[config.mk]
export PLATFORM = sky130hd
export DESIGN_NAME = hazard_unit
export DESIGN_NICKNAME = d
export VERILOG_FILES = /design/src/logic/tinker_pkg.sv /design/src/logic/hazard_unit.sv
export SDC_FILE = /design/constraint.sdc
export NUM_CORES = 1
export LEC_CHECK = 0
export BUFFER_PORTS_ARGS = -buffer_cell sky130_fd_sc_hd__clkbuf_2
export CAP_MARGIN = 20
export CORE_AREA = 2 2 39 41
export DETAILED_ROUTE_END_ITERATION = 10
export DIE_AREA = 0 0 41 43
export SYNTH_ARGS = -nofsm -noshare
export SYNTH_HDL_FRONTEND = slang
export SYNTH_SLANG_ARGS = --single-unit
[constraint.sdc]
create_clock -name vclk -period 1.1
set_input_delay 0.055 -clock vclk [all_inputs]
set_output_delay 0.055 -clock vclk [all_outputs]
set_load 0.05 [all_outputs]
[src/logic/tinker_pkg.sv]
package tinker_pkg;

    // datapath widths
    localparam int XLEN       = 64;  // register and data width
    localparam int INSTR_W    = 32;  // every instruction is one word
    localparam int REG_ADDR_W = 5;   // 32 registers
    localparam int LIT_W      = 12;  // literal field
    localparam int ADDR_W     = 32;  // byte addresses

    // memory map
    localparam logic [ADDR_W-1:0] PC_RESET_ADDR = 32'h0000_2000;  // program base
    localparam int                MEM_BYTES     = 16384;          // also r31 at reset

    // mov r0,r0 is opcode 0x11 with all register fields zero
    localparam logic [INSTR_W-1:0] NOP_INSTR = 32'h8800_0000;

    // opcode field of every kept instruction
    typedef enum logic [4:0] {
        OP_AND    = 5'h00,
        OP_OR     = 5'h01,
        OP_XOR    = 5'h02,
        OP_NOT    = 5'h03,  // rt ignored
        OP_SHFTR  = 5'h04,
        OP_SHFTRI = 5'h05,  // rd >> L
        OP_SHFTL  = 5'h06,
        OP_SHFTLI = 5'h07,  // rd << L
        OP_BRR_L  = 5'h0a,  // pc relative with L in words
        OP_HALT   = 5'h0f,
        OP_LOAD   = 5'h10,  // rd <- mem64[rs+L]
        OP_MOV_RS = 5'h11,
        OP_MOV_L  = 5'h12,  // low 12 bits of rd replaced
        OP_STORE  = 5'h13,  // mem64[rd+L] <- rs
        OP_ADD    = 5'h18,
        OP_ADDI   = 5'h19,  // rd + L
        OP_SUB    = 5'h1a,
        OP_SUBI   = 5'h1b   // rd - L
    } opcode_e;

endpackage

[src/logic/hazard_unit.sv]
`timescale 1ns/10ps

module hazard_unit (
    input  logic                              ex_mem_read,  // load in ID/EX
    input  logic [tinker_pkg::REG_ADDR_W-1:0] ex_rd,
    input  logic [tinker_pkg::REG_ADDR_W-1:0] rd_id,
    input  logic [tinker_pkg::REG_ADDR_W-1:0] rs_id,
    input  logic [tinker_pkg::REG_ADDR_W-1:0] rt_id,
    output logic                              stall
);

    logic uses_load_rd;  // any field in ID names the load target

    // load data only exists after MEM, one cycle too late for EX forwarding
    // all three fields checked, every format may read any of them
    assign uses_load_rd = (ex_rd == rd_id) || (ex_rd == rs_id) || (ex_rd == rt_id);

    // ex_mem_read already implies ex_rd != 0
    assign stall = ex_mem_read && uses_load_rd;

endmodule

---- Word-level counts from Yosys, hierarchy flattened ----
Cells that the tools add are included.
cells by class
  equal/unequal tests ..................... 3
  reductions and logical operators ........ 3
operator list
  operator             number
  $eq A5 B5 Y1         3
  $logic_or A1 B1 Y1   2
  $logic_and A1 B1 Y1  1
storage, ports and cells
  register bits ........................... 0
  input port bits ......................... 21

---- Longest topological paths before layout ----
Gate-level depths: netlist of run 1.
  depth in word-level cells ............... 4
  mapped depth ............................ 4

---- Worst setup path after synthesis of run 1 ----
Ideal clock, no wire load.
  path kind ............................... input port to output port
  from .................................... in rd_id[2] (netlist bit)
  to ...................................... out stall
  arrival ................................. 951 ps
  data required time ...................... 1,045 ps
  setup slack ............................. 94 ps
  stages .................................. 4
  path buffers ............................ 0
  cells stage by stage .................... xor2_1 nor4_1 nand3_1 nand3_1
on the way
  word-level cells in the longest chain between the ends .. 4
ends and longest elaborated chain
  item                             RTL line           source
  from (decl)                      hazard_unit.sv:6   input logic [tinker_pkg::REG_ADDR_W-1:0] rd_id,
  $eq A5 B5 Y1                     hazard_unit.sv:16  assign uses_load_rd = (ex_rd == rd_id) || (ex_rd == rs_id) || (ex_rd == rt_id);
  $logic_or A1 B1 Y1 (2 in a row)  hazard_unit.sv:16
  $logic_and A1 B1 Y1              hazard_unit.sv:19  assign stall = ex_mem_read && uses_load_rd;
  to (decl)                        hazard_unit.sv:9   output logic stall
No other way between the ends.

---- Worst setup path after layout of run 1 ----
  from .................................... in ex_rd[1] (netlist bit)
  to ...................................... out stall
on the way
  word-level cells in the longest chain between the ends .. 4
  elaborated cells between the ends (all ways) .. 6
  classes of those cells .................. 3 x eq/ne; 3 x reduce/logical
ends and longest elaborated chain
  item                   RTL line           source
  from (decl)            hazard_unit.sv:5   input logic [tinker_pkg::REG_ADDR_W-1:0] ex_rd,
  $eq A5 B5 Y1           hazard_unit.sv:16
  $logic_or A1 B1 Y1     hazard_unit.sv:16
  $logic_or A1 B1 Y1 *   hazard_unit.sv:16
  $logic_and A1 B1 Y1 *  hazard_unit.sv:19
Every way passes the cells marked *; elsewhere a longest branch is shown, timed or not.

==> results.md, run 1 <==
* Status: completed
* Initial cell density of the core at 0.123
* Static leakage at 0.000175 uW
* Worst path arrival time at 1.00 ns
* Port buffer count at 22
* Post-CTS Hold Fix Bufs at 0
* Routability cong. at 0.657
* Post-Layout Cell Count at 60
* Final Hold Vio Count at 0
* Sequential Area at 0 um^2
* Most frequent cell after synthesis: xor2_1
* DRC at 0
* Grt ovf at 0
* Cell Pwr Density at 366 nW/um^2
* Slowest cell on crit path: nor4_2
* Number of global-route vias before repair at 218
* Synth top area share at 0.618
* Slew @ Worst Pin at 0.267 ns
* Worst EP required at 1.04 ns
* Nets at 67
* FFs & Latches at 0
* Cell taking the most area after synthesis: xor2_1
* Setup TNS at 0 ns
* Initial antenna violation count at 0
* Psw at 56.1 uW
* Mapped Nets at 43
* Combinational Power Share at 1.000
* CP endpoint kind: output pin
* HP Start: ex_mem_read
* Worst Hold Path EP: stall
* Final Max Tran Viols at 0
* Worst Hold Class: in -> out
* Total power at 126 uW
* Width of the die at 41 um
* Setup CP Type: in -> out
* YS warnings at 0
* ANT nets after route at 0
* Top post-synthesis cells by area: xor2_1 (62%), xnor2_1 (15%), nand3_1 (12%), nor4_1 (11%)
* Seq/Total Area, Yosys at 0
* Top cells by count, synth: xor2_1 (12), nand3_1 (4), nor4_1 (3), xnor2_1 (3)
* Die H at 43 um
* DR iter-0 viols at 0
* Maximum vdd ir drop at 0.0000563 V
* Post-Syn Area at 170 um^2
* Antenna diode count at 0
* Share of layout cells above drive strength 1 at 0.545
* Netlist cell types at 4
* Final period util at 0.960
* Max-Cap Viols at 0
* Crit-path cells: buf_4 -> xor2_1 -> nor4_2 -> nand3_1 -> nand3_2 -> buf_12
* Share of power burned in registers at 0
* Mean Syn Cell Area at 7.73 um^2
* Avg WL per Cell at 9.15 um
* Largest net degree at the start of global routing at 4
* DP HPWL at 486 um
* Setup Viol. Count Final at 0
* Post-layout util at 0.250
* Vias per std cell at 3.83
* WHS Path Cells at 4
* Min Tclk post-route at 1.06 ns
* Clock power share at 0
* Global-route wire length before repair at 814 um
* Pre-antenna DRT Iters at 1
* Crit start category: input port
* Die Area at 1760 um^2
* Final worst slack at 0.0437 ns
* CP peak stage delay at 0.30 ns
* Switching fraction of total power at 0.445
* Design internal power at 70.1 uW
* Post-Route WL at 549 um
* Ports at 22
* Clkbuf count at 0
* RSZ-0062 raised after global routing: yes
* Inst Count DP at 60
* Vias at 230
* DP Worst Slack at -0.0203 ns
* Gate count of the mapped netlist at 22
* CP max FO at 3
* Maximum clock frequency at 947 MHz
* Core Area at 1380 um^2
* Headroom to the max-slew limit at 0.820
* Area Overhead vs Synth at 103%
* Std cell rows at 14
* Post-CTS Setup Bufs at 0
* Tot GR Track Use at 0.0619
## what timing repair did
item                                    CTS  global route
endpoints found under the hold margin     0             0
pin swaps                                 1             7
endpoints found under the setup margin    1             1
gates resized for setup                   1            10
## cells in the final DEF, fill, tap and decap left out
cell type and n:
buf_12 1, buf_4 1, buf_6 1, buf_8 1, clkbuf_2 18, nand3_1 3, nand3_2 1, nor4_1 2
nor4_2 1, xnor2_1 3, xor2_1 12
## worst max-delay path by stage
stage	from	end	depth (start not counted)
floorplan	rd_id[2]	stall	4
global placement	ex_rd[2]	stall	6
detailed placement	ex_rd[2]	stall	6
CTS	ex_rd[3]	stall	6
global route	ex_rd[4]	stall	6
finish	ex_rd[1]	stall	6
## kinds of logic (layout without fill, tap and decap cells)
group / count (synthesis) / count (layout) / synth area share
and+or+nand+nor: 7 / 7 / 0.228
xor gates and xnor gates: 15 / 15 / 0.772
buffers and inverters: 0 / 22 / 0
## cell type report
| type | count | area [um^2] |
|---|---|---|
| repair buffers | 22 | 144 |
| multi-input cells | 22 | 181 |
| fillers | 170 | 1040 |
| well taps | 16 | 20.0 |
## metal layers
layer	up-vias	wire length, um	track usage
li1	120	-	-
met5	-	0	0
met3	0	38	0
met1	102	185	0.0823
met2	8	325	0.113
met4	0	0	0
## through the flow
| stage | hold slack [ns] | area (um^2) |
|---|---|---|
| floorplan | 0.526 | 170 |
| global placement | 0.525 | 315 |
| detailed placement | 0.533 | 315 |
| CTS | 0.509 | 320 |
| global route | 0.555 | 345 |
| finish | 0.514 | 345 |
## critical path, delay by kind of cell
family                    cells  cell delay, ns
xor gates and xnor gates      1            0.15
buffers and inverters         2            0.27
and+or+nand+nor               3            0.54
## power by group through the flow
| stage | combinational (uW) | clock, uW | sequential, uW |
|---|---|---|---|
| after floorplan | 49.5 | 0 | 0 |
| after global placement | 115 | 0 | 0 |
| after detailed placement | 116 | 0 | 0 |
| after CTS | 117 | 0 | 0 |
| after global routing | 140 | 0 | 0 |
| final | 126 | 0 | 0 |
Power figures use the tool's default switching activity.
==> inputs of run 2 (changes only) <==
==> constraint.sdc (replaced) <==
create_clock -name vclk -period 1.1
set_input_delay 0.055 -clock vclk [all_inputs]
set_output_delay 0.055 -clock vclk [all_outputs]
set_load 0.005 [all_outputs]
==> run 2 against run 1 <==
Net effect: routed wire length is 8.4% lower; critical path depth unchanged; critical path type unchanged; maximum frequency rose by 9.6%; hold slack worse by 0.079 ns; global-route usage fell by 0.70 points; total power down 21%; largest power group unchanged; flip-flop and latch count stayed put; die area unchanged; combinational power fell by 21%; setup slack better by 0.092 ns; first-iteration DRC count unchanged.
==> results.md, run 2 (same netlist as run 1, synthesis figures left out) <==
* Share of power burned in registers at 0
* DRC at 0
* HP Start: ex_mem_read
* Share of layout cells above drive strength 1 at 0.500
* Initial cell density of the core at 0.123
* Worst Hold Class: in -> out
* Final Max Tran Viols at 0
* Met2 usage at 0.109
* Static leakage at 0.000158 uW
* Vias per std cell at 3.80
* Psw at 43.6 uW
* Headroom to the max-slew limit at 0.830
* Critical path buffer and inverter count at 2
* Footprint of the multi-input gates at 170 um^2
* Avg WL per Cell at 8.38 um
* CP peak stage delay at 0.29 ns
* Final period util at 0.876
* CP endpoint kind: output pin
* Met3 Track Usage GR at 0.00524
* Area Overhead vs Synth at 76.5%
* Slew @ Worst Pin at 0.253 ns
* Cell Pwr Density at 331 nW/um^2
* Port buffer count at 22
* Die H at 43 um
* Antenna diode count at 0
* Busiest grt layer: met2
* Maximum clock frequency at 1040 MHz
* Crit-path cells: clkbuf_2 -> xor2_1 -> nor4_1 -> nand3_1 -> nand3_1 -> clkbuf_2
* ANT nets after route at 0
* Setup TNS at 0 ns
* Design internal power at 55.8 uW
* Pre-antenna DRT Iters at 1
* Levels on crit path at 6
* Width of the die at 41 um
* Combinational Power Share at 1.000
* Setup Viol. Count Final at 0
* RSZ-0062 raised after global routing: no
* Clock power share at 0
* Post-CTS Setup Bufs at 0
* DR iter-0 viols at 0
* Initial antenna violation count at 0
* Max-Cap Viols at 0
* Routability cong. at 0.651
* Commonest non-fill, non-tap cell in the layout: clkbuf_2
* Min Tclk post-route at 0.964 ns
* DP Area at 300 um^2
* FFs & Latches at 0
* Status: completed
* Number of global-route vias before repair at 206
* Setup CP Type: in -> out
* Tot GR Track Use at 0.0549
* Switching fraction of total power at 0.439
* Std cell rows at 14
* Post-CTS Hold Fix Bufs at 0
* Fill cells at 169
* CP max FO at 3
* Clkbuf count at 0
* Core Area at 1380 um^2
* DP HPWL at 489 um
* Post-Route WL at 503 um
* Nets at 67
* Worst path arrival time at 0.91 ns
* WHS Path Cells at 4
* Final Hold Vio Count at 0
* CP top delay family: simple AND/OR/NAND/NOR gates
* Global-route wire length before repair at 724 um
* PostCTS Resize Cnt at 0
* Maximum vdd ir drop at 0.0000579 V
* Worst EP required at 1.04 ns
* Largest net degree at the start of global routing at 4
* Slowest cell on crit path: nor4_1
* Most frequent cells in the layout: clkbuf_2 (22), xor2_1 (12), nand3_1 (4)
* Cell area after layout at 300 um^2
* Worst Hold Path EP: stall
* Die Area at 1760 um^2
* Ports at 22
* Crit start category: input port
* Vias at 228
* Global-route met1 utilization at 0.0601
* Sequential Area at 0 um^2
* Grt ovf at 0
-- run 2: cell types whose count changed in the layout (fill, tap and decap cells not counted), sizes merged --
cell,previous run,this run
buf,4,0
clkbuf,18,22
-- run 2: metal layers --
metal	vias up	routed length [um]
li1	121	-
met1	99	169
met2	8	272
met3	0	61
met4	0	0
met5	-	0
-- run 2: layout make-up --
class	instances	area share
repair buffers	22	0.367
well taps	16	0.0667
multi-input cells	22	0.567
-- run 2: how the worst max path moves through the flow --
stage	slack, ns	end	from
floorplan	0.41	stall	rd_id[2]
global placement	0.12	stall	ex_rd[0]
detailed placement	0.11	stall	ex_rd[1]
CTS	0.11	stall	ex_rd[1]
global route	0.04	stall	ex_rd[1]
finish	0.14	stall	ex_rd[1]
-- run 2: metrics by stage --
stage | setup WS (ns) | hold slack [ns] | total power [uW] | std cells | util
global placement | 0.119 | 0.443 | 102 | 60 | 0.217
global route | 0.0364 | 0.469 | 112 | 60 | 0.217
detailed placement | 0.109 | 0.441 | 102 | 60 | 0.217
finish | 0.136 | 0.435 | 99.4 | 60 | 0.217
CTS | 0.108 | 0.441 | 102 | 60 | 0.217
floorplan | 0.409 | 0.225 | 42.9 | 22 | -
-- run 2: power by group through the flow --
stage | clock network [uW] | registers [uW] | logic [uW]
floorplan | 0 | 0 | 42.9
global placement | 0 | 0 | 102
detailed placement | 0 | 0 | 102
CTS | 0 | 0 | 102
global route | 0 | 0 | 112
finish | 0 | 0 | 99.4
