--- config.mk ---
export PLATFORM = sky130hd
export DESIGN_NAME = execute_unit
export DESIGN_NICKNAME = d
export VERILOG_FILES = /design/src/logic/tinker_pkg.sv /design/src/logic/execute_unit.sv
export SDC_FILE = /design/constraint.sdc
export NUM_CORES = 2
export LEC_CHECK = 0
export ABC_CLOCK_PERIOD_IN_PS = 11000
export BUFFER_PORTS_ARGS = -buffer_cell sky130_fd_sc_hd__buf_2
export CORE_MARGIN = 4
export CORE_UTILIZATION = 46
export CTS_CLUSTER_SIZE = 16
export DETAILED_ROUTE_END_ITERATION = 10
export PLACE_DENSITY = 0.65
export REMOVE_ABC_BUFFERS = 1
export SLEW_MARGIN = 30
export SYNTH_ARGS = -nofsm -noshare
export SYNTH_HDL_FRONTEND = slang
export SYNTH_SLANG_ARGS = --single-unit
--- constraint.sdc ---
create_clock -name clk -period 11 [get_ports clk]
set_input_delay 1.1 -clock clk [delete_from_list [all_inputs] [get_ports clk]]
set_output_delay 1.1 -clock clk [all_outputs]
set_load 0.02 [all_outputs]
--- src/logic/tinker_pkg.sv ---
package tinker_pkg;

    // datapath widths
    localparam int XLEN       = 64;  // register and data width
    localparam int INSTR_W    = 32;  // every instruction is one word
    localparam int REG_ADDR_W = 5;   // 32 registers
    localparam int LIT_W      = 12;  // literal field
    localparam int ADDR_W     = 32;  // byte addresses

    // memory map
    localparam logic [ADDR_W-1:0] PC_RESET_ADDR = 32'h0000_2000;  // program base
    localparam int                MEM_BYTES     = 16384;          // also r31 at reset

    // mov r0,r0 is opcode 0x11 with all register fields zero
    localparam logic [INSTR_W-1:0] NOP_INSTR = 32'h8800_0000;

    // opcode field of every kept instruction
    typedef enum logic [4:0] {
        OP_AND    = 5'h00,
        OP_OR     = 5'h01,
        OP_XOR    = 5'h02,
        OP_NOT    = 5'h03,  // rt ignored
        OP_SHFTR  = 5'h04,
        OP_SHFTRI = 5'h05,  // rd >> L
        OP_SHFTL  = 5'h06,
        OP_SHFTLI = 5'h07,  // rd << L
        OP_BRR_L  = 5'h0a,  // pc relative with L in words
        OP_HALT   = 5'h0f,
        OP_LOAD   = 5'h10,  // rd <- mem64[rs+L]
        OP_MOV_RS = 5'h11,
        OP_MOV_L  = 5'h12,  // low 12 bits of rd replaced
        OP_STORE  = 5'h13,  // mem64[rd+L] <- rs
        OP_ADD    = 5'h18,
        OP_ADDI   = 5'h19,  // rd + L
        OP_SUB    = 5'h1a,
        OP_SUBI   = 5'h1b   // rd - L
    } opcode_e;

endpackage

--- src/logic/execute_unit.sv ---
`timescale 1ns/10ps

module execute_unit (
    input  logic                              clk,
    input  logic                              reset,
    input  tinker_pkg::opcode_e               ex_opcode,
    input  logic [tinker_pkg::REG_ADDR_W-1:0] ex_rd,
    input  logic [tinker_pkg::REG_ADDR_W-1:0] ex_rs,
    input  logic [tinker_pkg::REG_ADDR_W-1:0] ex_rt,
    input  logic [tinker_pkg::XLEN-1:0]       ex_rd_val,
    input  logic [tinker_pkg::XLEN-1:0]       ex_rs_val,
    input  logic [tinker_pkg::XLEN-1:0]       ex_rt_val,
    input  logic [tinker_pkg::LIT_W-1:0]      ex_lit,
    input  logic                              ex_reg_write,
    input  logic                              ex_mem_read,
    input  logic                              ex_mem_write,
    input  logic                              ex_is_halt,
    input  logic                              wb_valid,
    input  logic [tinker_pkg::REG_ADDR_W-1:0] wb_rd,
    input  logic [tinker_pkg::XLEN-1:0]       wb_data,
    output logic [tinker_pkg::XLEN-1:0]       mem_result,      // ALU out or address
    output logic [tinker_pkg::XLEN-1:0]       mem_store_data,
    output logic [tinker_pkg::REG_ADDR_W-1:0] mem_rd,
    output logic                              mem_reg_write,
    output logic                              mem_read,
    output logic                              mem_write,
    output logic                              mem_is_halt
);

    logic [tinker_pkg::XLEN-1:0] rd_op, rs_op, rt_op;  // forwarded operands
    logic [tinker_pkg::XLEN-1:0] lit_ext;
    logic [tinker_pkg::XLEN-1:0] alu_out;

    // newest producer wins, EX/MEM is read straight off this module's outputs
    function automatic logic [tinker_pkg::XLEN-1:0] pick(
        input logic [tinker_pkg::REG_ADDR_W-1:0] idx,
        input logic [tinker_pkg::XLEN-1:0]       id_val
    );
        if (mem_reg_write && mem_rd == idx)
            return mem_result;
        else if (wb_valid && wb_rd == idx)
            return wb_data;
        return id_val;
    endfunction

    always_comb begin
        rd_op = pick(ex_rd, ex_rd_val);
        rs_op = pick(ex_rs, ex_rs_val);
        rt_op = pick(ex_rt, ex_rt_val);
    end

    assign lit_ext = {{(tinker_pkg::XLEN-tinker_pkg::LIT_W){1'b0}}, ex_lit};  // zero extend

    always_comb begin
        case (ex_opcode)
            tinker_pkg::OP_AND:    alu_out = rs_op & rt_op;
            tinker_pkg::OP_OR:     alu_out = rs_op | rt_op;
            tinker_pkg::OP_XOR:    alu_out = rs_op ^ rt_op;
            tinker_pkg::OP_NOT:    alu_out = ~rs_op;
            tinker_pkg::OP_SHFTR:  alu_out = rs_op >> rt_op;
            tinker_pkg::OP_SHFTRI: alu_out = rd_op >> lit_ext;
            tinker_pkg::OP_SHFTL:  alu_out = rs_op << rt_op;
            tinker_pkg::OP_SHFTLI: alu_out = rd_op << lit_ext;
            tinker_pkg::OP_ADD:    alu_out = rs_op + rt_op;
            tinker_pkg::OP_ADDI:   alu_out = rd_op + lit_ext;
            tinker_pkg::OP_SUB:    alu_out = rs_op - rt_op;
            tinker_pkg::OP_SUBI:   alu_out = rd_op - lit_ext;
            tinker_pkg::OP_MOV_RS: alu_out = rs_op;
            tinker_pkg::OP_MOV_L:  alu_out = {rd_op[tinker_pkg::XLEN-1:tinker_pkg::LIT_W], ex_lit};
            tinker_pkg::OP_LOAD:   alu_out = rs_op + lit_ext;  // base rs
            tinker_pkg::OP_STORE:  alu_out = rd_op + lit_ext;  // base rd
            default:               alu_out = '0;
        endcase
    end

    // EX/MEM control
    always_ff @(posedge clk or posedge reset) begin
        if (reset) begin
            mem_reg_write <= 1'b0;
            mem_read      <= 1'b0;
            mem_write     <= 1'b0;
            mem_is_halt   <= 1'b0;
        end else begin
            mem_reg_write <= ex_reg_write;
            mem_read      <= ex_mem_read;
            mem_write     <= ex_mem_write;
            mem_is_halt   <= ex_is_halt;
        end
    end

    // EX/MEM payload
    always_ff @(posedge clk) begin
        mem_result     <= alu_out;
        mem_store_data <= rs_op;  // store source is rs
        mem_rd         <= ex_rd;
    end

    // decode never marks one instruction as both load and store
    a_rw_exclusive: assert property (
        @(posedge clk) disable iff (reset) !(mem_read && mem_write)
    );

endmodule

==> results of run 1 <==
==> per-stage QoR <==
step | setup WS (ps) | hold WS, ps
floorplan | -11740 | 636
global placement | 1040 | 589
detailed placement | 1490 | 580
CTS | 2020 | 416
==> Yosys cell counts, types with 66 or more instances <==
master and number:
a211oi_1 129, a21oi_1 372, a22oi_1 74, a2bb2oi_1 69, a31oi_1 142, a32oi_1 111, buf_1 75, buf_2 115
clkbuf_1 344, dfxtp_1 133, ha_1 224, inv_1 187, mux2_2 105, mux2i_1 401, nand2_1 616, nand3_1 181
nand4_1 78, nor2_1 629, nor3_1 185, o211ai_1 89, o21ai_0 501, o22ai_1 195, xnor2_1 197, xor2_1 66
==> metal layers <==
layer / GRT usage / GRT overflow
met1: 0.825 / 1
met2: 0.907 / 122
met3: 0.666 / 3
met5: 0.271 / 0
met4: 0.712 / 96
==> cells by family after synthesis <==
kind of cell | count (synthesis) | share of synthesized area
AOI/OAI and AO/OA | 2301 | 0.374
and+or+nand+nor | 1986 | 0.218
buffers and inverters | 758 | 0.0748
muxes | 543 | 0.144
xor gates and xnor gates | 263 | 0.0551
adders and majority gates | 227 | 0.0685
DFF | 137 | 0.0661
==> flow_metrics.env, run 1 <==
export IMPL_numCtsBuffers=17
export IMPL_dp_cells=7608
export IMPL_gr_usage_all_layers=0.783
export IMPL_syn_inst=6215
export IMPL_gp_congestion=1.33
export IMPL_synth_top_area_frac=0.0960
export IMPL_synthTopCellsByArea="mux2i_1, ha_1, dfxtp_1"
export IMPL_grt_pass1_wl_um=536000
export IMPL_die_y_um=309
export IMPL_yosysTopAreaCell="mux2i_1"
export IMPL_status="stopped before the end"
export IMPL_post_cts_setup_buffers=0
export IMPL_die_w_um=309
export IMPL_synth_seq_area_share=0.0661
export IMPL_clk_path_buf_depth=2
export IMPL_synth_edff_count=0
export IMPL_dpl_cell_area_mm2=0.0461
export IMPL_clock_sinks=137
export IMPL_async_flop_share=0.0292
export IMPL_hpwl_um=278000
export IMPL_ys_warn_count=0
export IMPL_postCtsHoldBufs=0
export IMPL_error="[ERROR GRT-0116] Global routing finished with congestion. Check the congestion regions in the DRC Viewer."
export IMPL_cts_resized=0
export IMPL_start_util=0.464
export IMPL_grt_overflow_total=222
export IMPL_syn_avg_cell_area_um2=6.72
export IMPL_syn_area_mm2=0.0418
export IMPL_ys_types=110
export IMPL_grt_pass1_vias=63700
export IMPL_io_buffers=436
export IMPL_root_buffer="clkbuf_16"
export IMPL_cts_max_level=4
export IMPL_grt_max_degree=120
export IMPL_io_pins=437
export IMPL_synth_seq_cells=137
export IMPL_ys_flop_type="dfxtp_1"
export IMPL_rows=110
export IMPL_stop_stage="5_1_grt"
==> inputs of run 2 (changes only) <==
--- a/config.mk
+++ b/config.mk
@@ -8,10 +8,9 @@
 export ABC_CLOCK_PERIOD_IN_PS = 11000
 export BUFFER_PORTS_ARGS = -buffer_cell sky130_fd_sc_hd__buf_2
 export CORE_MARGIN = 4
-export CORE_UTILIZATION = 46
-export CTS_CLUSTER_SIZE = 16
+export CORE_UTILIZATION = 31
 export DETAILED_ROUTE_END_ITERATION = 10
-export PLACE_DENSITY = 0.65
+export PLACE_DENSITY_LB_ADDON = 0.15
 export REMOVE_ABC_BUFFERS = 1
 export SLEW_MARGIN = 30
 export SYNTH_ARGS = -nofsm -noshare
==> flow_metrics.env, run 2 <==
export IMPL_dieArea_mm2=0.141
export IMPL_hpwl_um=330000
export IMPL_slowest_delay_ps=940
export IMPL_cts_clk_slew_worst_paths_ps=80
export IMPL_gr_usage_all_layers=0.564
export IMPL_fill_cells=14800
export IMPL_io_buffers=436
export IMPL_synthTopCellsByArea="mux2i_1, ha_1, dfxtp_1"
export IMPL_cpMostUsedCell="buf_4"
export IMPL_yosysMostFrequentCell="nor2_1"
export IMPL_rows=134
export IMPL_syn_avg_cell_area_um2=6.72
export IMPL_drt_iter0_drc=11400
export IMPL_yosysTopAreaCell="mux2i_1"
export IMPL_grt_pass1_wl_um=542000
export IMPL_clk_path_buf_depth=2
export IMPL_synth_top_area_frac=0.0960
export IMPL_worstRegToRegCells=28
export IMPL_ys_flop_type="dfxtp_1"
export IMPL_timing_final_max_slew_violations=0
export IMPL_synth_seq_cells=137
export IMPL_period_share=0.887
export IMPL_cts_max_level=4
export IMPL_skew_ps=23.3
export IMPL_layout_cells_most_common="nand2_1"
export IMPL_p_leak_nw=19.4
export IMPL_synth_edff_count=0
export IMPL_worstMarginPinSlew_ps=1210
export IMPL_relSlewSlack=0.186
export IMPL_max_freq_ghz=0.102
export IMPL_vias=63000
export IMPL_holdCritPathClass="in -> async"
export IMPL_crit_path_start_kind="input port"
export IMPL_antenna_left=0
export IMPL_start_util=0.313
export IMPL_worstSetupPathType="in -> reg"
export IMPL_postCtsHoldBufs=0
export IMPL_crit_fanout=11
export IMPL_core_area_mm2=0.134
export IMPL_antenna_found_initial=64
export IMPL_status="completed"
export IMPL_ys_top_cells_by_count="nor2_1, nand2_1, o21ai_0"
export IMPL_preCtsSetupSlack_ps=1590
export IMPL_vdd_drop_max_v=0.000105
export IMPL_root_buffer="clkbuf_16"
export IMPL_powerDensity_mw_per_mm2=97.7
export IMPL_grt_pass1_vias=57100
export IMPL_post_cts_setup_buffers=0
export IMPL_area_growth_syn_to_layout_pct=15.9
export IMPL_die_y_um=375
export IMPL_drc=0
export IMPL_worstPathRequired_ps=11480
export IMPL_ys_types=110
export IMPL_finalCriticalPeriod_ps=9760
export IMPL_wl_per_cell_um=49.9
export IMPL_die_w_um=375
export IMPL_synth_seq_area_share=0.0661
export IMPL_avgViaCountPerCell=7.53
export IMPL_syn_inst=6215
export IMPL_multi_input_area_mm2=0.0365
export IMPL_final_net_count=7057
export IMPL_worstSkewPairLatency_ps=600
export IMPL_layout_common_cells="nand2_1, nor2_1, o21ai_0, buf_2, buf_4"
export IMPL_numCtsBuffers=17
export IMPL_syn_area_mm2=0.0418
export IMPL_cts_tree="yes"
export IMPL_regArea_mm2=0.00276
export IMPL_end_kind="register"
export IMPL_maxCapViolCount=0
export IMPL_drt_pass1_iterations=10
export IMPL_ys_warn_count=0
export IMPL_hold_viol_final=0
export IMPL_grt_max_degree=110
export IMPL_r2r_end="mem_result[62]"
export IMPL_tns_ps=0
export IMPL_wirelength_um=417000
export IMPL_cp_arrival_ps=10240
export IMPL_io_pins=437
export IMPL_clock_sinks=137
export IMPL_slowest_stage="nand2_1"
export IMPL_reg2reg_slack_ps=1440
export IMPL_drive_gt1_frac=0.186
export IMPL_rsz0062_at_grt="false"
export IMPL_setup_ws_ps=1240
export IMPL_reg_top3="mem_result x64, mem_store_data x64, mem_rd x5"
export IMPL_gp_congestion=1.19
export IMPL_reg2reg_from="mem_rd[2]"
export IMPL_async_flop_share=0.0292
export IMPL_setup_viol=0
export IMPL_cts_resized=0
export IMPL_grt_overflow_total=0
[run 2: cell counts after synthesis]
No cell type changed its count.
[run 2: where the power goes]
group          leakage [nW]  switching (W)  internal (W)
Clock                 0.308       0.000383      0.000396
Combinational          17.9        0.00237      0.000917
Sequential             1.16       0.000117      0.000552
[run 2: final cells by class]
| cell class | instances | share of cell area |
|---|---|---|
| flip-flops and latches | 137 | 0.0570 |
| clock inverters | 12 | 0.00387 |
| repair buffers | 852 | 0.112 |
| well taps | 1768 | 0.0457 |
| diodes | 53 | 0.00274 |
| clock buffers | 20 | 0.00942 |
| multi-input cells | 5320 | 0.753 |
| inverters | 202 | 0.0158 |
[run 2: cell families after synthesis]
family / after synthesis / synth area share
buffers and inverters: 758 / 0.0748
adder cells (fa/ha/maj): 227 / 0.0685
XOR/XNOR: 263 / 0.0551
flip-flops: 137 / 0.0661
AO/OA/AOI/OAI: 2301 / 0.374
multiplexers: 543 / 0.144
AND/OR/NAND/NOR: 1986 / 0.218
[run 2: how the worst max path moves through the flow]
stage                     depth (start not counted)  startpoint        endpoint
final                                            29    ex_rt[2]  mem_result[62]
after global routing                             29    ex_rt[2]  mem_result[62]
after CTS                                        29    ex_rt[2]  mem_result[62]
after detailed placement                         29    ex_rt[2]  mem_result[62]
after global placement                           26    ex_rt[0]  mem_result[33]
after floorplan                                  24    wb_rd[2]  mem_result[56]
[run 2: routing by layer]
layer | wire (µm) | GRT usage | vias to the layer above
li1 | - | - | 24400
met1 | 149000 | 0.637 | 30700
met2 | 157000 | 0.756 | 6033
met3 | 59400 | 0.278 | 1815
met4 | 51500 | 0.548 | 43
met5 | 496 | 0.00137 | -
[run 2: critical path: cells and delay by family]
kind | cells | cell delay [ps]
simple gates | 10 | 3500
compound gates | 9 | 2890
buf+inv | 6 | 1240
xor+xnor | 3 | 1070
fa+ha+maj | 1 | 410
[run 2: through the flow]
stage          hold WS [ps]   util  area (µm²)  std cells  power, W
2_1_floorplan           636      -       39400       5659   0.00217
3_3_place_gp            587  0.355       47400       8272   0.00368
3_5_place_dp            594  0.356       47600       8279   0.00369
4_1_cts                 373  0.361       48200       8311   0.00446
5_1_grt                 390  0.362       48300       8317   0.00472
6_report                370  0.363       48500       8364   0.00473
Power figures use the tool's default switching activity.
