[src/logic/tinker_pkg.sv]
package tinker_pkg;

    // datapath widths
    localparam int XLEN       = 64;  // register and data width
    localparam int INSTR_W    = 32;  // every instruction is one word
    localparam int REG_ADDR_W = 5;   // 32 registers
    localparam int LIT_W      = 12;  // literal field
    localparam int ADDR_W     = 32;  // byte addresses

    // memory map
    localparam logic [ADDR_W-1:0] PC_RESET_ADDR = 32'h0000_2000;  // program base
    localparam int                MEM_BYTES     = 16384;          // also r31 at reset

    // mov r0,r0 is opcode 0x11 with all register fields zero
    localparam logic [INSTR_W-1:0] NOP_INSTR = 32'h8800_0000;

    // opcode field of every kept instruction
    typedef enum logic [4:0] {
        OP_AND    = 5'h00,
        OP_OR     = 5'h01,
        OP_XOR    = 5'h02,
        OP_NOT    = 5'h03,  // rt ignored
        OP_SHFTR  = 5'h04,
        OP_SHFTRI = 5'h05,  // rd >> L
        OP_SHFTL  = 5'h06,
        OP_SHFTLI = 5'h07,  // rd << L
        OP_BRR_L  = 5'h0a,  // pc relative with L in words
        OP_HALT   = 5'h0f,
        OP_LOAD   = 5'h10,  // rd <- mem64[rs+L]
        OP_MOV_RS = 5'h11,
        OP_MOV_L  = 5'h12,  // low 12 bits of rd replaced
        OP_STORE  = 5'h13,  // mem64[rd+L] <- rs
        OP_ADD    = 5'h18,
        OP_ADDI   = 5'h19,  // rd + L
        OP_SUB    = 5'h1a,
        OP_SUBI   = 5'h1b   // rd - L
    } opcode_e;

endpackage

[src/logic/decode_unit.sv]
`timescale 1ns/10ps

module decode_unit (
    input  logic                              clk,
    input  logic                              reset,
    input  logic                              stall,
    input  logic [tinker_pkg::ADDR_W-1:0]     pc_id,
    input  logic [tinker_pkg::INSTR_W-1:0]    instr_id,
    input  logic [tinker_pkg::XLEN-1:0]       rf_rd_val,
    input  logic [tinker_pkg::XLEN-1:0]       rf_rs_val,
    input  logic [tinker_pkg::XLEN-1:0]       rf_rt_val,
    output logic [tinker_pkg::REG_ADDR_W-1:0] rd_id,
    output logic [tinker_pkg::REG_ADDR_W-1:0] rs_id,
    output logic [tinker_pkg::REG_ADDR_W-1:0] rt_id,
    output logic                              branch_taken,
    output logic                              halt_id,
    output logic [tinker_pkg::ADDR_W-1:0]     branch_target,
    output tinker_pkg::opcode_e               ex_opcode,
    output logic [tinker_pkg::REG_ADDR_W-1:0] ex_rd,
    output logic [tinker_pkg::REG_ADDR_W-1:0] ex_rs,
    output logic [tinker_pkg::REG_ADDR_W-1:0] ex_rt,
    output logic [tinker_pkg::XLEN-1:0]       ex_rd_val,
    output logic [tinker_pkg::XLEN-1:0]       ex_rs_val,
    output logic [tinker_pkg::XLEN-1:0]       ex_rt_val,
    output logic [tinker_pkg::LIT_W-1:0]      ex_lit,
    output logic                              ex_reg_write,
    output logic                              ex_mem_read,
    output logic                              ex_mem_write,
    output logic                              ex_is_halt
);

    tinker_pkg::opcode_e          op;
    logic [tinker_pkg::LIT_W-1:0] lit;
    logic                         no_regs;  // brr L and halt read nothing
    logic                         reg_write, mem_read, mem_write;

    // field split
    assign op  = tinker_pkg::opcode_e'(instr_id[31:27]);
    assign lit = instr_id[11:0];

    // register-free formats present r0 so they never look like a load-use hazard
    assign no_regs = (op == tinker_pkg::OP_BRR_L) || (op == tinker_pkg::OP_HALT);
    assign rd_id   = no_regs ? '0 : instr_id[26:22];
    assign rs_id   = no_regs ? '0 : instr_id[21:17];
    assign rt_id   = no_regs ? '0 : instr_id[16:12];

    // control decode
    always_comb begin
        reg_write = 1'b0;
        mem_read  = 1'b0;
        mem_write = 1'b0;
        case (op)
            tinker_pkg::OP_AND, tinker_pkg::OP_OR, tinker_pkg::OP_XOR, tinker_pkg::OP_NOT,
            tinker_pkg::OP_SHFTR, tinker_pkg::OP_SHFTRI, tinker_pkg::OP_SHFTL,
            tinker_pkg::OP_SHFTLI, tinker_pkg::OP_MOV_RS, tinker_pkg::OP_MOV_L,
            tinker_pkg::OP_ADD, tinker_pkg::OP_ADDI, tinker_pkg::OP_SUB,
            tinker_pkg::OP_SUBI: reg_write = 1'b1;
            tinker_pkg::OP_LOAD: begin
                reg_write = 1'b1;
                mem_read  = 1'b1;
            end
            tinker_pkg::OP_STORE: mem_write = 1'b1;
            default: ;  // brr L, halt and unknown opcodes have no side effects here
        endcase
        if (rd_id == '0) begin
            reg_write = 1'b0;  // r0 stays zero
            mem_read  = 1'b0;  // a load into r0 has nothing to do
        end
    end

    // brr L and halt resolve here
    assign branch_taken  = (op == tinker_pkg::OP_BRR_L);
    assign halt_id       = (op == tinker_pkg::OP_HALT);
    assign branch_target = pc_id + {{(tinker_pkg::ADDR_W-tinker_pkg::LIT_W-2){lit[11]}},
                                    lit, 2'b00};  // L counts words

    // ID/EX control with a bubble on stall or taken branch
    always_ff @(posedge clk or posedge reset) begin
        if (reset) begin
            ex_reg_write <= 1'b0;
            ex_mem_read  <= 1'b0;
            ex_mem_write <= 1'b0;
            ex_is_halt   <= 1'b0;
        end else if (stall || branch_taken) begin
            ex_reg_write <= 1'b0;
            ex_mem_read  <= 1'b0;
            ex_mem_write <= 1'b0;
            ex_is_halt   <= 1'b0;
        end else begin
            ex_reg_write <= reg_write;
            ex_mem_read  <= mem_read;
            ex_mem_write <= mem_write;
            ex_is_halt   <= halt_id;
        end
    end

    // ID/EX payload is ignored while the control bits hold a bubble
    always_ff @(posedge clk) begin
        ex_opcode <= op;
        ex_rd     <= rd_id;
        ex_rs     <= rs_id;
        ex_rt     <= rt_id;
        ex_rd_val <= rf_rd_val;
        ex_rs_val <= rf_rs_val;
        ex_rt_val <= rf_rt_val;
        ex_lit    <= lit;
    end

    // the hazard unit must never hold a branch in ID
    a_no_stall_on_branch: assert property (
        @(posedge clk) disable iff (reset) !(stall && branch_taken)
    );

endmodule

[config.mk]
export PLATFORM = sky130hd
export DESIGN_NAME = decode_unit
export DESIGN_NICKNAME = d
export VERILOG_FILES = /design/src/logic/tinker_pkg.sv /design/src/logic/decode_unit.sv
export SDC_FILE = /design/constraint.sdc
export NUM_CORES = 1
export LEC_CHECK = 0
export BUFFER_PORTS_ARGS = -buffer_cell sky130_fd_sc_hd__buf_2
export CORE_AREA = 2 2 209 211
export DETAILED_ROUTE_END_ITERATION = 12
export DIE_AREA = 0 0 211 213
export GPL_TIMING_DRIVEN = 0
export PLACE_DENSITY_LB_ADDON = 0.25
export SLEW_MARGIN = 20
export SYNTH_ARGS = -nofsm -noshare
export SYNTH_HDL_FRONTEND = slang
export SYNTH_SLANG_ARGS = --single-unit
[constraint.sdc]
create_clock -name clk -period 3.65 [get_ports clk]
set_input_delay 0.1825 -clock clk [delete_from_list [all_inputs] [get_ports clk]]
set_output_delay 0.1825 -clock clk [all_outputs]
set_load 0.02 [all_outputs]
# Word level (Yosys, flattened, before mapping)
# Cells that the tools add are included.
[word_totals] reg_bits=228 output_inout_bits=277 inputBits=259 elab_cells=47
[op_classes] n_addsub=1 n_eq_ne=17 mux=12 reduce_logical=5
[op_table] op="== test 5 bit, second input constant" n=8
[op_table] op="adder 32 bit" n=1
[op_table] op="== test 5 x 3 -> 1 bit, second input constant" n=4
[op_table] op="2-to-1 mux 5 bit" n=3
[op_table] op="OR reduction 15 bit" n=1
[op_table] op="== test 5 x 2 -> 1 bit, second input constant" n=2
[op_table] op="== test 5 x 4 -> 1 bit, second input constant" n=2
[op_table] op="logical NOT 5 bit" n=2
[op_table] op="2-to-1 mux 1 bit" n=9
[op_table] op="== test 5 x 1 -> 1 bit, second input constant" n=1
[op_table] op="logical OR 1 bit" n=2

# Depth between registers and ports, before layout
# Gate-level depths: netlist of run 1.
[depth] word_depth=6 depth_mapped=10

# Worst setup path before layout of run 1
# Ideal clock, no wire load.
[synth_timing] path_type="input -> output" from="input pc_id[2] (netlist bit)" to="output branch_target[30] (netlist bit)" arrival_ps=2215 stages=10 path_slack_ps=1252 n_path_buf=0 path_cell_list="ha_1 inv_1 fa_1 nand2b_1 a21oi_1 o211ai_1 a211oi_1 a211oi_1 o21ai_0 xor2_1"
[synth_between] elab_chain_cells=1
[synth_lines] item="start: declaration" line_no="decode_unit.sv:7" source="input logic [tinker_pkg::ADDR_W-1:0] pc_id,"
[synth_lines] item="adder 32 bit" line_no="decode_unit.sv:74" source="assign branch_target = pc_id + {{(tinker_pkg::ADDR_W-tinker_pkg::LIT_W-2){lit[11]}},"
[synth_lines] item="end: declaration" line_no="decode_unit.sv:17" source="output logic [tinker_pkg::ADDR_W-1:0] branch_target,"
# Every way passes these cells.

# Worst setup path in the final report of run 1
[layout_timing] from="input instr_id[5] (netlist bit)" to="output branch_target[30] (netlist bit)"
[layout_between] elab_chain_cells=1
[layout_lines] item="start: declaration" line_no="decode_unit.sv:8" source="input logic [tinker_pkg::INSTR_W-1:0] instr_id,"
[layout_lines] item="adder 32 bit" line_no="decode_unit.sv:74"
# Every way passes these cells.

==> results.txt, run 1 <==
The run finished with clean final reports. The routed length per placed instance is 18.1 microns. The largest single stage delay on the critical path is 0.55 ns. The clock network is responsible for 40.5% of the overall power. The gate count of the mapped netlist came out at 490. The max-cap violation count is 0.

The launching element type of the critical path is an input pin. The final-report hold violation count is 0. Timing analysis after detailed placement gives a worst setup slack of 0.287 ns. The final cell count without fillers is 1849. Setup violations remaining at the end of the flow were counted as 0. The number of I/O pins came out at 536. The share of the yosys chip area belonging to registers is 72.2%. Multiplexer cells account for 0% of the synthesized area. The die extent in y is 213 microns. The post-route antenna net violation count came out at 0. The post-synthesis register bit count is 228. In this run, the combinational gates consume 18.8% of the power. The net count after synthesis is 779. The first detailed-routing pass took 4 iterations. The worst setup path is captured at a primary output. The number of global-route vias before repair is 7036.

The area fraction in compound gates after synthesis came out at 8.08%. The post-route DRC violation count came out at 0. The data arrival time of the critical path is 3.15 ns.

In this run the worst setup path begins at instr_id[5]. The total via count in the routed design came out at 6755. The global-route wire length before repair is 44800 microns.

The number of levels in the clock H-tree is 1. The most numerous cell type found on the critical path is sky130_fd_sc_hd__buf_2. The number of fill cells is 4454.

For this run, the total global-route usage over all layers was measured as 13.7%. The estimated wirelength of the detail-placed design came out at 27800 microns. The peak ir drop on the vdd network is 270 uV. The total placed instance area came out at 9700 sq um. The share of Yosys cell area claimed by the top area cell type is 70.6%. The die outline area is 44900 sq um. After synthesis, the largest family of logic cells by area is compound AO/OA/AOI/OAI gates.

On the critical path, the stage with the largest delay is an instance of sky130_fd_sc_hd__dlygate4sd3_1. The category of the most critical setup path is input pin to primary output. The global placer's final weighted congestion came out at 0.774. The switching fraction of total power is 27.6%. The critical path goes through dlygate4sd3_1, buf_2, ha_1, a21oi_1, nand2_1, o211ai_1, a211oi_2, a211oi_1, o21ai_0, xor2_1, buf_2.

From synthesis to final layout, the design area changed by 102%. In the layout the commonest cells are sky130_fd_sc_hd__buf_2 (536), sky130_fd_sc_hd__dlygate4sd3_1 (225), sky130_fd_sc_hd__dfxtp_1 (224). The path class of the tightest hold or removal check is input pin to flop. The pin count of the biggest net entering global routing came out at 21.

The static leakage came out at 6.20 nW. The basic-gate share of the synthesized area counting and, or, nand and nor cells is 7.90%. The clock period minus final worst setup slack is 3.33 ns. The worst endpoint required time is 3.47 ns. In this run the horizontal extent of the chip is 211 microns. For this configuration, the core starts out at a cell density of 14.9%. The switching power total came out at 1.80 mW. The actual transition at the worst max-transition pin is 0.583 ns. After routing the design area is 12900 sq um. The total of warnings raised by yosys is 0.

In the synthesized netlist the dominant register cell turns out to be sky130_fd_sc_hd__dfxtp_1. The number of buffers and inverters on the critical path is 3. The worst max-slew margin expressed relative to the limit is 61.1%. The tree is rooted in a sky130_fd_sc_hd__clkbuf_16. In this run, the number of DRC markers left after iteration 0 of detailed routing was 250.

The sequential group share of total power came out at 40.6%. The placed cell count came out at 1569. After synthesis, the netlist uses 46 different library cells. Cells with a size suffix above 1 make up 45.8% of the layout.

The worst hold-check slack came out at 0.0326 ns. After floorplanning, the core was divided into 76 placement rows. Of the total synthesized cell area, the portion taken by XOR and XNOR cells is 4.00%. In this run the cell area of the synthesized design comes to 6350 sq um.

The multi-input combinational cells in the finished layout cover a total of 1660 sq um. Clock tree synthesis inserted a total of 27 buffers. The post-detailed-route via-to-cell ratio is 3.65. Across all setup checks in the final design, the least slack found is 0.319 ns. Setup repair after global routing left no endpoint under its margin. The maximum achievable frequency came out at 0.300 GHz. The number of antenna violations at the first check in global routing came out at 18. The post-layout net count came out at 1566. The maximum fanout along the worst path is 5. The share of the clock period used by the worst path after layout is 91.3%. The total detailed-routing wirelength came out at 33500 microns. Ranked by total cell area, the synthesized netlist is headed by sky130_fd_sc_hd__dfxtp_1 (71%), sky130_fd_sc_hd__ha_1 (5.7%), sky130_fd_sc_hd__a21oi_1 (2.8%), sky130_fd_sc_hd__xnor2_1 (2.2%), sky130_fd_sc_hd__xor2_1 (1.8%). The area of all sequential standard cells came out at 4580 sq um. The startpoint of the worst hold path is instr_id[11].

The clock slew at the register clock pins of the worst setup and hold paths came out at 0.05 ns. Leaving out fill and tap cells, the most frequent cell in the layout is sky130_fd_sc_hd__buf_2. The core area came out at 42700 sq um. Of the total synthesized cell area, the portion taken by full adders, half adders and majority gates is 6.03%. The internal power consumption came out at 4.74 mW.

The number of I/O port buffers came out at 533. The tree built by TritonCTS fans out to 228 sinks. The TritonCTS clock tree is done.

The clock passes through at most 3 buffers. The number of enable-type register cells in the synthesized netlist came out at 0. Summed over all failing endpoints, the final setup total negative slack is 0 ns.

The cell class contributing the biggest share of worst-path delay is compound AO/OA/AOI/OAI gates. The number of max-slew violations in the final report is 0. The setup fix buffers added after clock tree synthesis came out at 0.

Global routing finished with a remaining overflow of 0. The mean area per synthesized cell came out at 13.0 sq um. Of all cell types, the one taking the most synthesized area is sky130_fd_sc_hd__dfxtp_1. The share of synthesized registers carrying an async set or reset came out at 1.75%. Dividing total power by cell area gives a power density of 509 nW/um^2.
-- layout make-up --
class                           count  share of cell area [%]
Timing Repair Buffer              758                    38.3
Sequential cell                   228                    35.7
Multi-Input combinational cell    238                    12.9
Clock buffer                       36                    5.83
Tap cell                          546                    5.31
Clock inverter                     11                   0.983
Buffer                             15                   0.642
Inverter                            9                   0.263
Antenna cell                        8                   0.156
-- stage by stage --
| stage | util [%] | total power [mW] |
|---|---|---|
| finish | 30.1 | 6.54 |
| global route | 30.1 | 6.84 |
| CTS | 30.1 | 6.65 |
| detailed placement | 22.7 | 3.73 |
| global placement | 22.7 | 3.74 |
| floorplan | - | 3.26 |
-- sequential cells by signal, indices dropped and copies added, names as in the netlist --
register	count
ex_is_halt	1
ex_lit	12
ex_mem_read	1
ex_mem_write	1
ex_opcode	5
ex_rd	5
ex_rd_val	64
ex_reg_write	1
ex_rs	5
ex_rs_val	64
ex_rt	5
ex_rt_val	64
-- synth_stat cells (all sizes together), types with 8 or more instances --
| cell | instances |
|---|---|
| nand2 | 26 |
| clkbuf | 8 |
| o21ai | 13 |
| xor2 | 13 |
| ha | 29 |
| a21oi | 36 |
| xnor2 | 16 |
| nor2b | 17 |
| inv | 9 |
| nor2 | 21 |
| dfxtp | 224 |
| nand4 | 9 |
-- layer usage --
layer	vias to the layer above	routed length (microns)	share of wire [%]	global-route usage, %
met2	318	17500	52	25.4
met4	6	1020	3.0	4.47
met1	3131	12000	36	14.5
met3	61	2980	8.9	4.78
met5	-	34	0.10	0
li1	3239	-	-	-
-- what timing repair did --
action	4_1_cts	5_1_grt
endpoints found under the setup margin	0	1
hold buffers	225	0
hold endpoints to repair	231	0
resized for setup	0	1
-- power by group through the flow --
stage	Combinational [mW]	Sequential, mW	Clock [mW]
final	1.23	2.66	2.65
after CTS	1.24	2.66	2.75
after floorplan	0.370	2.89	0
after detailed placement	1.02	2.71	0
after global routing	1.32	2.67	2.85
after global placement	1.03	2.71	0
-- path summary, 6_finish.rpt --
path / to / slack (ns) / cells past startpoint
max in group asynchronous: ex_reg_write / 3.41 / 3
min in group asynchronous: ex_is_halt / 0.09 / 3
min: ex_lit[11] / 0.03 / 1
max: branch_target[30] / 0.32 / 11
-- cell families (layout without fill, tap and decap cells) --
group | count (synthesis) | in the layout
compound gates | 81 | 81
xor+xnor | 29 | 29
fa+ha+maj | 30 | 30
buf+inv | 24 | 829
flops | 228 | 228
other cells | 0 | 8
simple gates | 98 | 98
(Power assumes the default switching activity.)
==> run 2: changes to the inputs <==
==> constraint.sdc (replaced) <==
create_clock -name clk -period 3.65 [get_ports clk]
set_input_delay 0.365 -clock clk [delete_from_list [all_inputs] [get_ports clk]]
set_output_delay 0.365 -clock clk [all_outputs]
set_load 0.02 [all_outputs]
==> run 2 against run 1 <==
  * Design area is 1.1% lower
  * Critical path type unchanged
  * Largest power group unchanged
  * Largest cell class unchanged
  * Sequential share of layout area increased by 0.39 points
  * Count of clock-buffer cells in the layout is the same
  * Via count decreased by 0.93%
  * Worst hold slack better by 0.014 ns
  * Combinational power hardly changed
  * Flip-flop and latch count unchanged
  * First-iteration DRC count decreased by 4.0%
  * Routed wire length shrank 0.72%
  * Core utilization fell by 0.33 points
==> results.txt, run 2 (synthesis results as in run 1) <==
The post-layout net count is 1551. The number of sinks handled by clock tree synthesis is 228. After detailed routing, the number of vias per cell comes to 3.65. The tree is rooted in a sky130_fd_sc_hd__clkbuf_16. The worst setup path is launched from an input pin. The actual transition at the worst max-transition pin came out at 0.562 ns. In this run the remaining antenna-violating nets after routing total 0. The startpoint of the worst hold path is stall.

Among all stages on the critical path, the largest delay is contributed by sky130_fd_sc_hd__dlygate4sd3_1. The largest single stage delay on the critical path is 0.53 ns. The final-report hold violation count came out at 0. IR analysis of the VDD net gives a maximum drop of 271 uV.

The width of the die came out at 211 microns. Of all nets on the critical path, the largest fanout is 4. Headroom to the max-slew limit came out at 62.5%.

The static leakage is 6.14 nW. The clock slew at the register clock pins of the worst setup and hold paths is 0.06 ns. The post-synthesis to final-layout area growth came out at 100%. The finished cells cover 12700 sq um. The critical path starts at instr_id[2]. The first detailed-routing pass took 4 iterations. Counting I/O delays and the setup requirement, the final critical path takes 3.49 ns. Of the cells placed in the final design, the portion with a size suffix greater than 1 is 46.6%. The min-delay analysis places its worst path in the category input pin to flop.

The die outline area came out at 44900 sq um. The worst setup path is captured at a primary output. The total via count in the routed design is 6692.

The count of routing violations after the opening detailed-route iteration came out at 240. TritonCTS built the clock tree. The global placer's final weighted congestion came out at 0.774. The layout has 4463 filler cells. The cell class contributing the biggest share of worst-path delay is compound AO/OA/AOI/OAI gates. The library cell used most frequently in the layout, excluding fill and tap cells, is sky130_fd_sc_hd__buf_2. The total placed instance area is 9700 sq um.

The pin count of the biggest net entering global routing came out at 21. The data arrival time of the critical path is 3.12 ns. Setup violations remaining at the end of the flow were counted as 0. Leaving out fill and tap cells, the most frequent cells in the layout are sky130_fd_sc_hd__buf_2 (536), sky130_fd_sc_hd__dfxtp_1 (224), sky130_fd_sc_hd__dlygate4sd3_1 (209).

The setup path with the least slack is of type input pin to primary output. The max-cap violation count is 0. The worst endpoint required time came out at 3.28 ns. After detailed routing, the number of remaining DRC violations is 0. The number of global-route vias before repair is 6944. The TritonCTS buffer count came out at 27. The effective utilization at floorplan is 14.9%.

The maximum achievable frequency came out at 0.287 GHz. Global routing finished with a remaining overflow of 0. In this run the power density over the cells is 513 nW/um^2. 536 I/O pins were placed.

The worst hold-check slack came out at 0.0470 ns. The number of levels in the clock H-tree is 1. The core area is 42700 sq um.

The number of max-slew violations in the final report is 0. Of the available clock period, the critical path in the final layout requires 95.6%. The floorplan has 76 rows. The largest registers in the layout are ex_rd_val (64), ex_rs_val (64), ex_rt_val (64).

The total global-route track usage came out at 13.6%. The number of antenna violations at the first check in global routing came out at 19. The routed length per placed instance is 18.2 microns. Walking the worst path, the cells encountered are dlygate4sd3_1, buf_2, ha_1, o211ai_1, o211ai_1, buf_4, a21oi_2, nor2_1, a211o_1, a21oi_1, xnor2_1, buf_2.

The number of buffers and inverters on the critical path is 4. The post-placement worst setup slack is -0.0781 ns. Once routing completed, OpenROAD measured the worst setup slack at 0.160 ns. The global-route wire length before repair came out at 44500 microns.

The estimated wirelength of the detail-placed design came out at 27800 microns. The die extent in y is 213 microns. The run finished with clean final reports. The maximum clock insertion buffer count is 3.

The count of buffers added on input and output ports is 533. Wires add up to 33300 microns.
-- run 2: changes by cell type in the layout (fill, tap and decap cells not counted) --
cell,previous run,this run
sky130_fd_sc_hd__a41oi_1,1,0
sky130_fd_sc_hd__a21oi_2,1,2
sky130_fd_sc_hd__diode_2,8,7
sky130_fd_sc_hd__a211oi_1,4,3
sky130_fd_sc_hd__dlygate4sd3_1,225,209
sky130_fd_sc_hd__a41oi_2,0,1
sky130_fd_sc_hd__buf_4,3,4
sky130_fd_sc_hd__a211oi_2,1,2
sky130_fd_sc_hd__a21oi_1,35,34
-- run 2: timing repair --
| item | 4_1_cts | 5_1_grt |
|---|---|---|
| hold endpoints to repair | 212 | 0 |
| pin swaps | 0 | 2 |
| hold buffers | 209 | 0 |
| setup buffers | 0 | 1 |
| resized for setup | 1 | 3 |
| setup endpoints to repair | 1 | 5 |
-- run 2: through the flow --
step | setup TNS, ns | util, % | power (mW) | std cells
final | 0 | 29.8 | 6.53 | 1833
after global routing | -0.00576 | 29.8 | 6.83 | 1830
after CTS | 0 | 29.7 | 6.64 | 1825
after detailed placement | -0.0781 | 22.7 | 3.73 | 1569
after global placement | -0.136 | 22.7 | 3.74 | 1569
after floorplan | 0 | - | 3.26 | 490
-- run 2: layer usage --
layer | track usage (%) | vias up | part of all wire (%)
li1 | - | 3213 | -
met3 | 4.94 | 63 | 9.6
met2 | 25.0 | 325 | 52
met4 | 4.59 | 10 | 3.0
met5 | 0 | - | 0.19
met1 | 14.3 | 3081 | 35
-- run 2: power by group --
group	switching (mW)	leakage, nW	internal, mW	total, mW
registers	0.0325	1.95	2.63	2.66
clock network	1.06	0.429	1.59	2.65
logic	0.701	3.76	0.518	1.22
total	1.80	6.14	4.73	6.53
-- run 2: cell type report --
cell class	instances	area, sq um	area share [%]
Antenna cell	7	17.5	0.138
Buffer	15	82.6	0.649
Clock buffer	36	749	5.89
Clock inverter	11	126	0.994
Inverter	9	33.8	0.266
Multi-Input combinational cell	238	1670	13.2
Sequential cell	228	4580	36.0
Tap cell	546	683	5.37
Timing Repair Buffer	743	4770	37.5
-- run 2: worst paths after layout --
| kind | endpoint | slack (ns) | depth (start not counted) |
|---|---|---|---|
| worst max-delay path | branch_target[31] | 0.16 | 12 |
| worst min-delay path | ex_is_halt | 0.05 | 2 |
| max in group asynchronous | ex_reg_write | 3.23 | 3 |
| min in group asynchronous | ex_mem_write | 0.27 | 3 |
